[config.mk]
export PLATFORM = sky130hd
export DESIGN_NAME = spike_rate_top
export DESIGN_NICKNAME = d
export VERILOG_FILES = /design/src/spike_rate_pkg.sv /design/src/monitor_fsm.sv /design/src/rate_readout.sv /design/src/spike_counter.sv /design/src/spike_edge_detect.sv /design/src/spike_rate_top.sv /design/src/window_timer.sv
export SDC_FILE = /design/constraint.sdc
export NUM_CORES = 1
export LEC_CHECK = 0
export BUFFER_PORTS_ARGS = -buffer_cell sky130_fd_sc_hd__buf_2
export CELL_PAD_IN_SITES_DETAIL_PLACEMENT = 1
export CELL_PAD_IN_SITES_GLOBAL_PLACEMENT = 1
export CORE_AREA = 4 4 142 117
export DETAILED_ROUTE_END_ITERATION = 6
export DIE_AREA = 0 0 146 121
export PLACE_DENSITY = 0.65
export SLEW_MARGIN = 15
export SYNTH_ARGS = -nofsm -noshare
export SYNTH_HDL_FRONTEND = slang
export SYNTH_SLANG_ARGS = --single-unit
[constraint.sdc]
create_clock -name reset -period 3.4 [get_ports reset]
set_input_delay 0.17 -clock reset [delete_from_list [all_inputs] [get_ports reset]]
set_output_delay 0.17 -clock reset [all_outputs]
set_load 0.02 [all_outputs]
[src/spike_rate_pkg.sv]
`default_nettype none

package spike_rate_pkg;

    // number of spike input lines
    localparam int NUM_CH = 4;

    // per-window count width
    // counts stick at all ones
    localparam int CNT_W = 8;

    // readout channel index width
    localparam int CH_W = 2;

    // window length width, in clock cycles
    localparam int WIN_W = 16;

    // shortest window, kept above NUM_CH so a readout ends in time
    localparam logic [WIN_W-1:0] WIN_MIN = WIN_W'(8);

    // window length out of reset
    localparam logic [WIN_W-1:0] WIN_RESET = WIN_W'(64);

    // run control states
    typedef enum logic [1:0] {
        IDLE,
        RUN,
        // stopped, waiting for a report to leave
        DRAIN
    } mon_state_e;

    // command opcodes, qualified by cmd_valid
    typedef enum logic [1:0] {
        CMD_NOP,
        CMD_START,
        CMD_STOP,
        CMD_SET_WIN
    } cmd_op_e;

endpackage

`default_nettype wire

[src/monitor_fsm.sv]
`default_nettype none
`timescale 1ns/1ps

module monitor_fsm (
    input  wire        reset,
    input  wire        slow_clk,
    input  wire        cmd_valid,
    input  wire  spike_rate_pkg::cmd_op_e cmd_op,
    input  wire  [spike_rate_pkg::WIN_W-1:0] cmd_data,
    input  wire        readout_busy,
    output logic       run_en,
    output logic [spike_rate_pkg::WIN_W-1:0] win_len,
    output logic       busy
);

    spike_rate_pkg::mon_state_e state;
    spike_rate_pkg::mon_state_e state_next;

    // decoded command strobes
    logic cmd_start;
    logic cmd_stop;
    logic cmd_set_win;

    assign cmd_start   = cmd_valid && (cmd_op == spike_rate_pkg::CMD_START);
    assign cmd_stop    = cmd_valid && (cmd_op == spike_rate_pkg::CMD_STOP);
    assign cmd_set_win = cmd_valid && (cmd_op == spike_rate_pkg::CMD_SET_WIN);

    always_comb begin
        state_next = state;
        case (state)
            spike_rate_pkg::IDLE: begin
                if (cmd_start) begin
                    state_next = spike_rate_pkg::RUN;
                end
            end
            spike_rate_pkg::RUN: begin
                // start again is ignored here
                // report in flight, let it finish first
                if (cmd_stop) begin
                    state_next = readout_busy ? spike_rate_pkg::DRAIN : spike_rate_pkg::IDLE;
                end
            end
            spike_rate_pkg::DRAIN: begin
                if (!readout_busy) begin
                    state_next = spike_rate_pkg::IDLE;
                end
            end
            default: state_next = spike_rate_pkg::IDLE;
        endcase
    end

    always_ff @(posedge reset or posedge slow_clk) begin
        if (slow_clk) begin
            state <= spike_rate_pkg::IDLE;
        end else begin
            state <= state_next;
        end
    end

    // window length only changes while idle
    // short requests are raised to WIN_MIN
    always_ff @(posedge reset or posedge slow_clk) begin
        if (slow_clk) begin
            win_len <= spike_rate_pkg::WIN_RESET;
        end else if (cmd_set_win && (state == spike_rate_pkg::IDLE)) begin
            win_len <= (cmd_data < spike_rate_pkg::WIN_MIN) ? spike_rate_pkg::WIN_MIN : cmd_data;
        end
    end

    // timer and counters run only in RUN
    assign run_en = (state == spike_rate_pkg::RUN);
    assign busy   = (state != spike_rate_pkg::IDLE);

endmodule

`default_nettype wire

[src/rate_readout.sv]
`default_nettype none
`timescale 1ns/1ps

module rate_readout (
    input  wire        reset,
    input  wire        slow_clk,
    input  wire        window_end,
    input  wire  [spike_rate_pkg::CNT_W-1:0] int_cnt_out [spike_rate_pkg::NUM_CH],
    output logic       rate_valid,
    output logic [spike_rate_pkg::CH_W-1:0]  rate_ch,
    output logic [spike_rate_pkg::CNT_W-1:0] rate_count,
    output logic       readout_busy
);

    // report in progress
    logic active;

    // channel being presented this cycle
    logic [spike_rate_pkg::CH_W-1:0] ch_idx;

    // last channel of the report
    logic last_ch;

    assign last_ch = (ch_idx == spike_rate_pkg::CH_W'(spike_rate_pkg::NUM_CH - 1));

    // no run_en input, so a started report always completes
    always_ff @(posedge reset or posedge slow_clk) begin
        if (slow_clk) begin
            active <= 1'b0;
            ch_idx <= '0;
        end else if (window_end) begin
            // new report starts at channel 0
            active <= 1'b1;
            ch_idx <= '0;
        end else if (active) begin
            if (last_ch) begin
                active <= 1'b0;
                ch_idx <= '0;
            end else begin
                ch_idx <= ch_idx + spike_rate_pkg::CH_W'(1);
            end
        end
    end

    assign rate_valid = active;
    assign rate_ch    = ch_idx;

    // latched counts are stable for the whole report
    // next latch is at least WIN_MIN cycles away
    assign rate_count = int_cnt_out[ch_idx];

    // window_end counts as busy too
    // a stop in the closing cycle then still drains
    assign readout_busy = active || window_end;

endmodule

`default_nettype wire

[src/spike_counter.sv]
`default_nettype none
`timescale 1ns/1ps

module spike_counter (
    input  wire        reset,
    input  wire        slow_clk,
    input  wire  [spike_rate_pkg::NUM_CH-1:0] spike_pulse,
    input  wire        run_en,
    input  wire        window_end,
    output logic [spike_rate_pkg::CNT_W-1:0]  int_cnt_out [spike_rate_pkg::NUM_CH]
);

    // running count of the open window
    logic [spike_rate_pkg::CNT_W-1:0] cnt      [spike_rate_pkg::NUM_CH];

    // running count with this cycle's pulse added
    logic [spike_rate_pkg::CNT_W-1:0] cnt_next [spike_rate_pkg::NUM_CH];

    always_comb begin
        for (int ch = 0; ch < spike_rate_pkg::NUM_CH; ch++) begin
            // hold at all ones once full
            if (spike_pulse[ch] && (cnt[ch] != '1)) begin
                cnt_next[ch] = cnt[ch] + 1'b1;
            end else begin
                cnt_next[ch] = cnt[ch];
            end
        end
    end

    always_ff @(posedge reset or posedge slow_clk) begin
        if (slow_clk) begin
            for (int ch = 0; ch < spike_rate_pkg::NUM_CH; ch++) begin
                cnt[ch]         <= '0;
                int_cnt_out[ch] <= '0;
            end
        end else begin
            for (int ch = 0; ch < spike_rate_pkg::NUM_CH; ch++) begin
                if (!run_en) begin
                    // stopped, drop the partial window
                    // last result stays readable
                    cnt[ch] <= '0;
                end else if (window_end) begin
                    // pulse on the last cycle still belongs to this window
                    int_cnt_out[ch] <= cnt_next[ch];
                    cnt[ch]         <= '0;
                end else begin
                    cnt[ch] <= cnt_next[ch];
                end
            end
        end
    end

endmodule

`default_nettype wire

[src/spike_edge_detect.sv]
`default_nettype none
`timescale 1ns/1ps

module spike_edge_detect (
    input  wire        reset,
    input  wire        slow_clk,
    input  wire  [spike_rate_pkg::NUM_CH-1:0] spike,
    output logic [spike_rate_pkg::NUM_CH-1:0] spike_pulse
);

    // first stage, may go metastable
    logic [spike_rate_pkg::NUM_CH-1:0] sync_q1;

    // second stage, safe to use
    logic [spike_rate_pkg::NUM_CH-1:0] sync_q2;

    // synchronized level one cycle older
    logic [spike_rate_pkg::NUM_CH-1:0] sync_q3;

    // rising edge of the synchronized level
    logic [spike_rate_pkg::NUM_CH-1:0] rise;

    assign rise = sync_q2 & ~sync_q3;

    // all lanes share one clock, no per-spike clocking
    always_ff @(posedge reset or posedge slow_clk) begin
        if (slow_clk) begin
            sync_q1     <= '0;
            sync_q2     <= '0;
            sync_q3     <= '0;
            spike_pulse <= '0;
        end else begin
            sync_q1     <= spike;
            sync_q2     <= sync_q1;
            sync_q3     <= sync_q2;
            // registered pulse, one cycle wide
            // lands 3 edges after the spike edge
            spike_pulse <= rise;
        end
    end

endmodule

`default_nettype wire

[src/spike_rate_top.sv]
`default_nettype none
`timescale 1ns/1ps

module spike_rate_top (
    input  wire        reset,
    input  wire        slow_clk,
    input  wire  [spike_rate_pkg::NUM_CH-1:0] spike,
    input  wire        cmd_valid,
    input  wire  spike_rate_pkg::cmd_op_e cmd_op,
    input  wire  [spike_rate_pkg::WIN_W-1:0] cmd_data,
    output logic       rate_valid,
    output logic [spike_rate_pkg::CH_W-1:0]  rate_ch,
    output logic [spike_rate_pkg::CNT_W-1:0] rate_count,
    output logic       busy
);

    // synchronized one-cycle spike pulses
    logic [spike_rate_pkg::NUM_CH-1:0] spike_pulse;

    // run control from the FSM
    logic                              run_en;
    logic [spike_rate_pkg::WIN_W-1:0]  win_len;

    // closing cycle of each window
    logic                              window_end;

    // counts latched at the last window end
    logic [spike_rate_pkg::CNT_W-1:0]  int_cnt_out [spike_rate_pkg::NUM_CH];

    logic                              readout_busy;

    spike_edge_detect i_edge (
        .reset       (reset),
        .slow_clk    (slow_clk),
        .spike       (spike),
        .spike_pulse (spike_pulse)
    );

    monitor_fsm i_fsm (
        .reset        (reset),
        .slow_clk     (slow_clk),
        .cmd_valid    (cmd_valid),
        .cmd_op       (cmd_op),
        .cmd_data     (cmd_data),
        .readout_busy (readout_busy),
        .run_en       (run_en),
        .win_len      (win_len),
        .busy         (busy)
    );

    window_timer i_timer (
        .reset      (reset),
        .slow_clk   (slow_clk),
        .run_en     (run_en),
        .win_len    (win_len),
        .window_end (window_end)
    );

    spike_counter i_counter (
        .reset       (reset),
        .slow_clk    (slow_clk),
        .spike_pulse (spike_pulse),
        .run_en      (run_en),
        .window_end  (window_end),
        .int_cnt_out (int_cnt_out)
    );

    // one channel per cycle after each window end
    rate_readout i_readout (
        .reset        (reset),
        .slow_clk     (slow_clk),
        .window_end   (window_end),
        .int_cnt_out  (int_cnt_out),
        .rate_valid   (rate_valid),
        .rate_ch      (rate_ch),
        .rate_count   (rate_count),
        .readout_busy (readout_busy)
    );

endmodule

`default_nettype wire

[src/window_timer.sv]
`default_nettype none
`timescale 1ns/1ps

module window_timer (
    input  wire        reset,
    input  wire        slow_clk,
    input  wire        run_en,
    input  wire  [spike_rate_pkg::WIN_W-1:0] win_len,
    output logic       window_end
);

    // cycle position inside the window
    logic [spike_rate_pkg::WIN_W-1:0] cyc_cnt;

    // index of the closing cycle
    logic [spike_rate_pkg::WIN_W-1:0] last_cyc;

    // win_len never drops below WIN_MIN, no underflow here
    assign last_cyc = win_len - spike_rate_pkg::WIN_W'(1);

    // high in cycle win_len-1 only
    assign window_end = run_en && (cyc_cnt == last_cyc);

    always_ff @(posedge reset or posedge slow_clk) begin
        if (slow_clk) begin
            cyc_cnt <= '0;
        end else if (!run_en) begin
            // idle timer waits at cycle 0
            cyc_cnt <= '0;
        end else if (window_end) begin
            // wrap, next window starts right away
            cyc_cnt <= '0;
        end else begin
            cyc_cnt <= cyc_cnt + spike_rate_pkg::WIN_W'(1);
        end
    end

endmodule

`default_nettype wire
==> flow_summary.ini, run 1 <==
[yosys]
yosys.area_share.simple = 0.163
synth.avg_cell_area_sq_um = 11.1
synth_edf_count = 0
yosysUniqueCellTypes = 52
synth_top_family_by_area = simple AND/OR/NAND/NOR gates
yosysWarnings = 0
synth-compound-area-share = 0.0465
ys_ff_latch = 117
ys_async_sr_fraction = 1.00
synth_xor_area_frac = 0.0876
syn_inst = 513
netlist_area_sq_mm = 0.00570
muxShareOfSynthArea = 0.127
syn_nets = 545
ys_seq_area_frac = 0.514
synth_adder_area_share = 0.0154
synth_flop_cell = dfrtp_1

[floorplanning]
dieArea_sq_mm = 0.0177
ios = 37
die_w_um = 146
core-area_sq_mm = 0.0153
initial_utilization = 0.372
die_h_um = 121
rows = 41

[place]
dp_hpwl_um = 8930
place_area_sq_mm = 0.00611
io_buffer_count = 36
numPlacedInstances = 728
finalWeightedCongestion = 0.807

[power]
p_sw_mw = 1.33
combinationalPowerShare = 0.197
vdd_drop_max_uv = 367
p_leak_nw = 2.93
seqPwrFrac = 0.403
sw_frac_of_total = 0.297
p_per_area_mw_per_mm2 = 652
p_int_mw = 3.16
p_clk_frac = 0.401

[critical_path]
path_cells = inv_1 -> ha_1 -> or4b_4 -> or4_1 -> a22oi_1 -> o22ai_1 -> a2111oi_4 -> clkbuf_16 -> buf_4 -> mux2i_1
worst-path-buf-inv = 3
cp.required_ns = 3.73
crit_type = register to register
cp_data_arrival_time_ns = 3.55
slowest_delay_ns = 0.53
cp_max_fo = 11
cp-end-kind = register
cp-start-kind = register
crit_slowest_cell = or4b_4
critPathTopFamily = simple AND/OR/NAND/NOR gates

[timing]
rsz0062_at_grt = no
fmaxAchievable_mhz = 311
slew_viol_final = 0
finalHoldViolations = 0
whs_ns = 0.00654
post-route-min-period_ns = 3.22
setup_viol = 0
tightest_slew_ns = 0.811
tns_ns = 0
period_share = 0.947
slew-limit-headroom = 0.459
fin_skew_ns = 0.00906

[global_routing]
grt_max_degree = 63
grt_util_all_layers = 0.160
grt_pass1_vias = 4358
antenna_found_initial = 0
gr-total-overflow = 0
grt_pass1_wl_um = 22500

[drt]
drt_first_pass_iters = 4
drt_wl_total_um = 13400
via_per_inst = 5.17
drtIter0Drc = 172
drc = 0
vias = 4014
ant_nets = 0
avgRoutedWirePerCell_um = 17.3

[cts]
cts.sinks = 117
root_buffer = clkbuf_16
numCtsBuffers = 17
cts.path.max_buffers = 2
path_clk_slew_ns = 0.06
h-tree-depth = 4
clk_latency_ns = 0.42
tritoncts = built

[worst_hold_path]
hold_path.class = primary input to register

[final_layout]
syn2layout_area_growth_pct = 20.9
design_area_sq_mm = 0.00689
drive_above_1_share = 0.189
antenna_cells = 0
layoutNonFillerInstCount = 776
final_util = 0.449
final_nets = 603
fill_cells = 1629

[outcome]
status = completed

[run]
max_cap_viol_count = 0
-- kinds of logic after synthesis --
logic type,Yosys count
compound gates,36
xor+xnor,57
fa+ha+maj,7
buf+inv,64
flops,117
mux,60
simple gates,172
-- layout by cell type, fill, tap and decap left out, drive strengths merged, types with 5 or more instances in the layout --
cell type	instances
nor2b	9
dfrtp	116
or4	5
nor3b	5
mux4	8
clkbuf	22
dlygate4sd3	14
xor2	28
ha	7
buf	49
nor3	57
nand3	15
inv	39
o21ai	8
nand2	20
a21oi	5
xnor2	29
clkinv	5
mux2i	35
nor2	19
mux2	17
nand4	12
-- per-stage QoR --
stage                     total power, mW  worst slack (ns)
after CTS                            4.53           0.00177
after global routing                 4.75            0.0176
after floorplan                      2.45             0.131
final                                4.49             0.179
after detailed placement             2.69            0.0572
after global placement               2.64             0.157
-- layer usage --
metal	track usage	share of wire	vias to the layer above
met5	0	0	-
met4	0.0529	0.014	0
met3	0.0441	0.024	18
met2	0.252	0.46	35
met1	0.216	0.50	2061
li1	-	-	1900
-- worst register-to-register path, delay by kind of cell, from the launching register on --
| kind | cells | cell delay, ns |
|---|---|---|
| flip-flops | 1 | 0.42 |
| AO/OA/AOI/OAI | 3 | 0.68 |
| multiplexers | 1 | 0.24 |
| buffers and inverters | 3 | 0.52 |
| adder cells (fa/ha/maj) | 1 | 0.23 |
| AND/OR/NAND/NOR | 2 | 1.05 |
-- synthesized netlist by cell type, drive strengths merged, types with 3 or more instances --
cell type	n	area (sq um)
dfrtp	116	2900
nor3	57	285
inv	39	146
mux2i	35	350
xnor2	29	254
xor2	28	245
nand2	20	75.1
nor2	19	71.3
mux2	17	191
nand3	15	75.1
clkbuf	13	48.8
buf	12	73.8
nand4	12	75.1
nor2b	9	56.3
mux4	8	180
o21ai	8	40.0
ha	7	87.6
a21oi	5	25.0
nor3b	5	37.5
or4	5	37.5
and3	4	25.0
nand2b	4	25.0
a22o	3	26.3
a31oi	3	18.8
and2	3	18.8
nand3b	3	22.5
nor4	3	18.8
nor4b	3	32.5
o31ai	3	22.5
or2	3	18.8
or3	3	18.8
-- power groups by stage --
stage                     logic, mW  clock network (mW)  registers [mW]
final                         0.883                1.80            1.81
after global routing          0.989                1.92            1.85
after CTS                     0.891                1.83            1.81
after detailed placement      0.864                   0            1.83
after global placement        0.824                   0            1.82
after floorplan               0.721                   0            1.73
-- flip-flops by register name (all words and copies together) (netlist names) --
| register | flops |
|---|---|
| i_edge.sync_q3 | 4 |
| i_counter.int_cnt_out | 32 |
| i_edge.sync_q2 | 4 |
| i_fsm.state | 2 |
| i_readout.rate_valid | 1 |
| i_edge.sync_q1 | 4 |
| i_edge.spike_pulse | 4 |
| i_fsm.win_len | 16 |
| i_readout.rate_ch | 2 |
| i_timer.cyc_cnt | 16 |
| i_counter.cnt | 32 |
-- final cells by class --
class	count	area [sq um]	area share
clock buffer	21	460	0.0668
clock inverter	10	130	0.0189
inverter	39	149	0.0216
multi-input combinational	332	2520	0.365
sequential	117	2930	0.425
tap	193	241	0.0350
timing repair buffer	64	463	0.0672
-- repair_timing --
item                                    4_1_cts  5_1_grt
hold buffers                                 14        0
gates resized for setup                       0        3
hold endpoints to repair                     73        0
endpoints found under the setup margin        0       42
setup buffers                                 0        1
-- final timing paths --
check                                  start                   endpoint  slack (ns)  cells after the start
min in group asynchronous           slow_clk           i_fsm.win_len[2]        0.44                      3
hold / removal                  cmd_data[12]          i_fsm.win_len[12]       0.007                      2
max in group asynchronous           slow_clk           i_fsm.win_len[6]        2.07                      4
setup / recovery            i_fsm.win_len[0]  i_counter.int_cnt_out[12]        0.18                     10
setup reg to reg            i_fsm.win_len[0]  i_counter.int_cnt_out[12]        0.18                     10
hold reg to reg            i_edge.sync_q1[0]          i_edge.sync_q2[0]        0.35                      0
No activity file was read; power rests on OpenSTA's default activity.
==> inputs of run 2 (changes only) <==
--- a/config.mk
+++ b/config.mk
@@ -8,9 +8,11 @@
 export BUFFER_PORTS_ARGS = -buffer_cell sky130_fd_sc_hd__buf_2
 export CELL_PAD_IN_SITES_DETAIL_PLACEMENT = 1
 export CELL_PAD_IN_SITES_GLOBAL_PLACEMENT = 1
-export CORE_AREA = 4 4 142 117
+export CORE_AREA = 2 2 140 115
+export CTS_BUF_LIST = sky130_fd_sc_hd__clkbuf_8
 export DETAILED_ROUTE_END_ITERATION = 6
-export DIE_AREA = 0 0 146 121
+export DIE_AREA = 0 0 142 117
+export HOLD_SLACK_MARGIN = 0.08
 export PLACE_DENSITY = 0.65
 export SLEW_MARGIN = 15
 export SYNTH_ARGS = -nofsm -noshare
==> run 2 against run 1 <==
  * Critical endpoint is now i_counter.int_cnt_out[7]
  * Via count up 2.7%
  * First-iteration DRC count up 1.2%
  * Design area up 1.0%
  * Setup slack worse by 0.037 ns
  * Final cell count up 2.6%
==> flow_summary.ini, run 2 (same netlist as run 1, synthesis figures left out) <==
[outcome]
status = completed

[floorplanning]
ios = 37
initial_utilization = 0.372
core-area_sq_mm = 0.0153
dieArea_sq_mm = 0.0166
die_w_um = 142
rows = 41
die_h_um = 117

[timing]
slew_viol_final = 0
post-route-min-period_ns = 3.26
tightest_slew_ns = 0.832
setup_slack_ns = 0.142
tns_ns = 0
period_share = 0.958
fmaxAchievable_mhz = 307
whs_ns = 0.110
fin_skew_ns = 0.0151
slew-limit-headroom = 0.446
setup_viol = 0
finalHoldViolations = 0

[critical_path]
cp-end-kind = register
cp_max_fo = 5
rr_startpoint = i_fsm.win_len[0]
cp_data_arrival_time_ns = 3.58
cp-start-kind = register
r2r_end = i_counter.int_cnt_out[7]
crit_type = register to register
ff2ff_path_depth = 10
ff2ff_setup_slack_ns = 0.14
cp.required_ns = 3.73

[final_layout]
multi_input_area_sq_mm = 0.00252
layout_commonest_cell = dfrtp_1
design_area_sq_mm = 0.00696
syn2layout_area_growth_pct = 22.1
fill_cells = 1648
drive_above_1_share = 0.206
final_cell_mix = dfrtp_1, nor3_1, inv_1, buf_2, mux2i_1
antenna_cells = 0
final_nets = 622
reg_top3 = i_counter.cnt: 32 flops, i_counter.int_cnt_out: 32 flops
regArea_sq_mm = 0.00293

[global_routing]
antenna_found_initial = 0
grt_pass1_wl_um = 22000
grt_max_degree = 65
grt_pass1_vias = 4281
gr-total-overflow = 0
grt_util_all_layers = 0.171

[worst_hold_path]
min_path_cells = 3
hold_path.class = primary input to register
min-delay-start = cmd_op[0]
whs_endpoint = i_fsm.state[1]

[run]
max_cap_viol_count = 0

[drt]
drtIter0Drc = 174
ant_nets = 0
drt_wl_total_um = 13600
drt_first_pass_iters = 4
via_per_inst = 5.18
drc = 0
avgRoutedWirePerCell_um = 17.1
vias = 4122

[cts]
root_buffer = clkbuf_8
clk_latency_ns = 0.45
path_clk_slew_ns = 0.07
cts.path.max_buffers = 2
tritoncts = built
cts.sinks = 117
numCtsBuffers = 17
h-tree-depth = 4

[place]
dp_slack_ns = 0.0475
dp_hpwl_um = 8710
finalWeightedCongestion = 0.791
io_buffer_count = 36
place_area_sq_mm = 0.00612

[power]
power_mw = 4.21
p_per_area_mw_per_mm2 = 604
vdd_drop_max_uv = 253
p_leak_nw = 2.96
==> run 2: changes by cell type in the layout (fill, tap and decap cells not counted) <==
cell	change
ha_1	-1
clkinvlp_4	+2
inv_6	+1
clkinv_2	-4
ha_2	+1
clkbuf_1	-2
clkbuf_8	+15
bufinv_16	+2
buf_12	+2
dlygate4sd3_1	+9
buf_4	+7
clkinv_4	+4
buf_6	+1
clkbuf_16	-17
==> run 2: worst max-delay path, stage by stage (launching register included) <==
cell and delay [ns]:
dfrtp_1 0.43, inv_1 0.08, ha_2 0.21, or4b_4 0.52, or4_1 0.52, a22oi_1 0.18, o22ai_1 0.14, a2111oi_4 0.43
buf_4 0.19, buf_6 0.12, mux2_1 0.32
==> run 2: where the power goes <==
part	internal [mW]	switching (mW)
registers	1.56	0.248
logic	0.433	0.467
clock network	0.876	0.624
==> run 2: per-layer routing <==
metal | global-route usage | share of wire | up-vias
met5 | 0 | 0 | -
met4 | 0.0620 | 0.013 | 0
met3 | 0.0399 | 0.022 | 14
met2 | 0.270 | 0.46 | 38
met1 | 0.234 | 0.50 | 2116
li1 | - | - | 1954
==> run 2: worst max path at each step <==
stage                     start                         to
3_3_place_gp   i_fsm.win_len[0]   i_counter.int_cnt_out[1]
6_report       i_fsm.win_len[0]   i_counter.int_cnt_out[7]
4_1_cts        i_fsm.win_len[0]   i_counter.int_cnt_out[9]
3_5_place_dp   i_fsm.win_len[0]   i_counter.int_cnt_out[1]
5_1_grt        i_fsm.win_len[0]  i_counter.int_cnt_out[16]
2_1_floorplan          slow_clk           i_counter.cnt[0]
==> run 2: metrics by stage <==
step,instances,util
4_1_cts,780,0.444
5_1_grt,796,0.454
3_3_place_gp,725,0.399
2_1_floorplan,513,-
6_report,796,0.454
3_5_place_dp,725,0.399
==> run 2: area by class of cell <==
cell class	count	area share
clock inverter	15	0.0329
multi-input combinational	332	0.362
clock buffer	17	0.0336
inverter	39	0.0214
timing repair buffer	83	0.0944
sequential	117	0.421
tap	193	0.0347
==> run 2: what timing repair did <==
action | CTS | global route
buffers inserted | 0 | 13
endpoints found under the setup margin | 0 | 54
hold buffers | 23 | 0
endpoints found under the hold margin | 83 | 0
gates resized for setup | 0 | 4
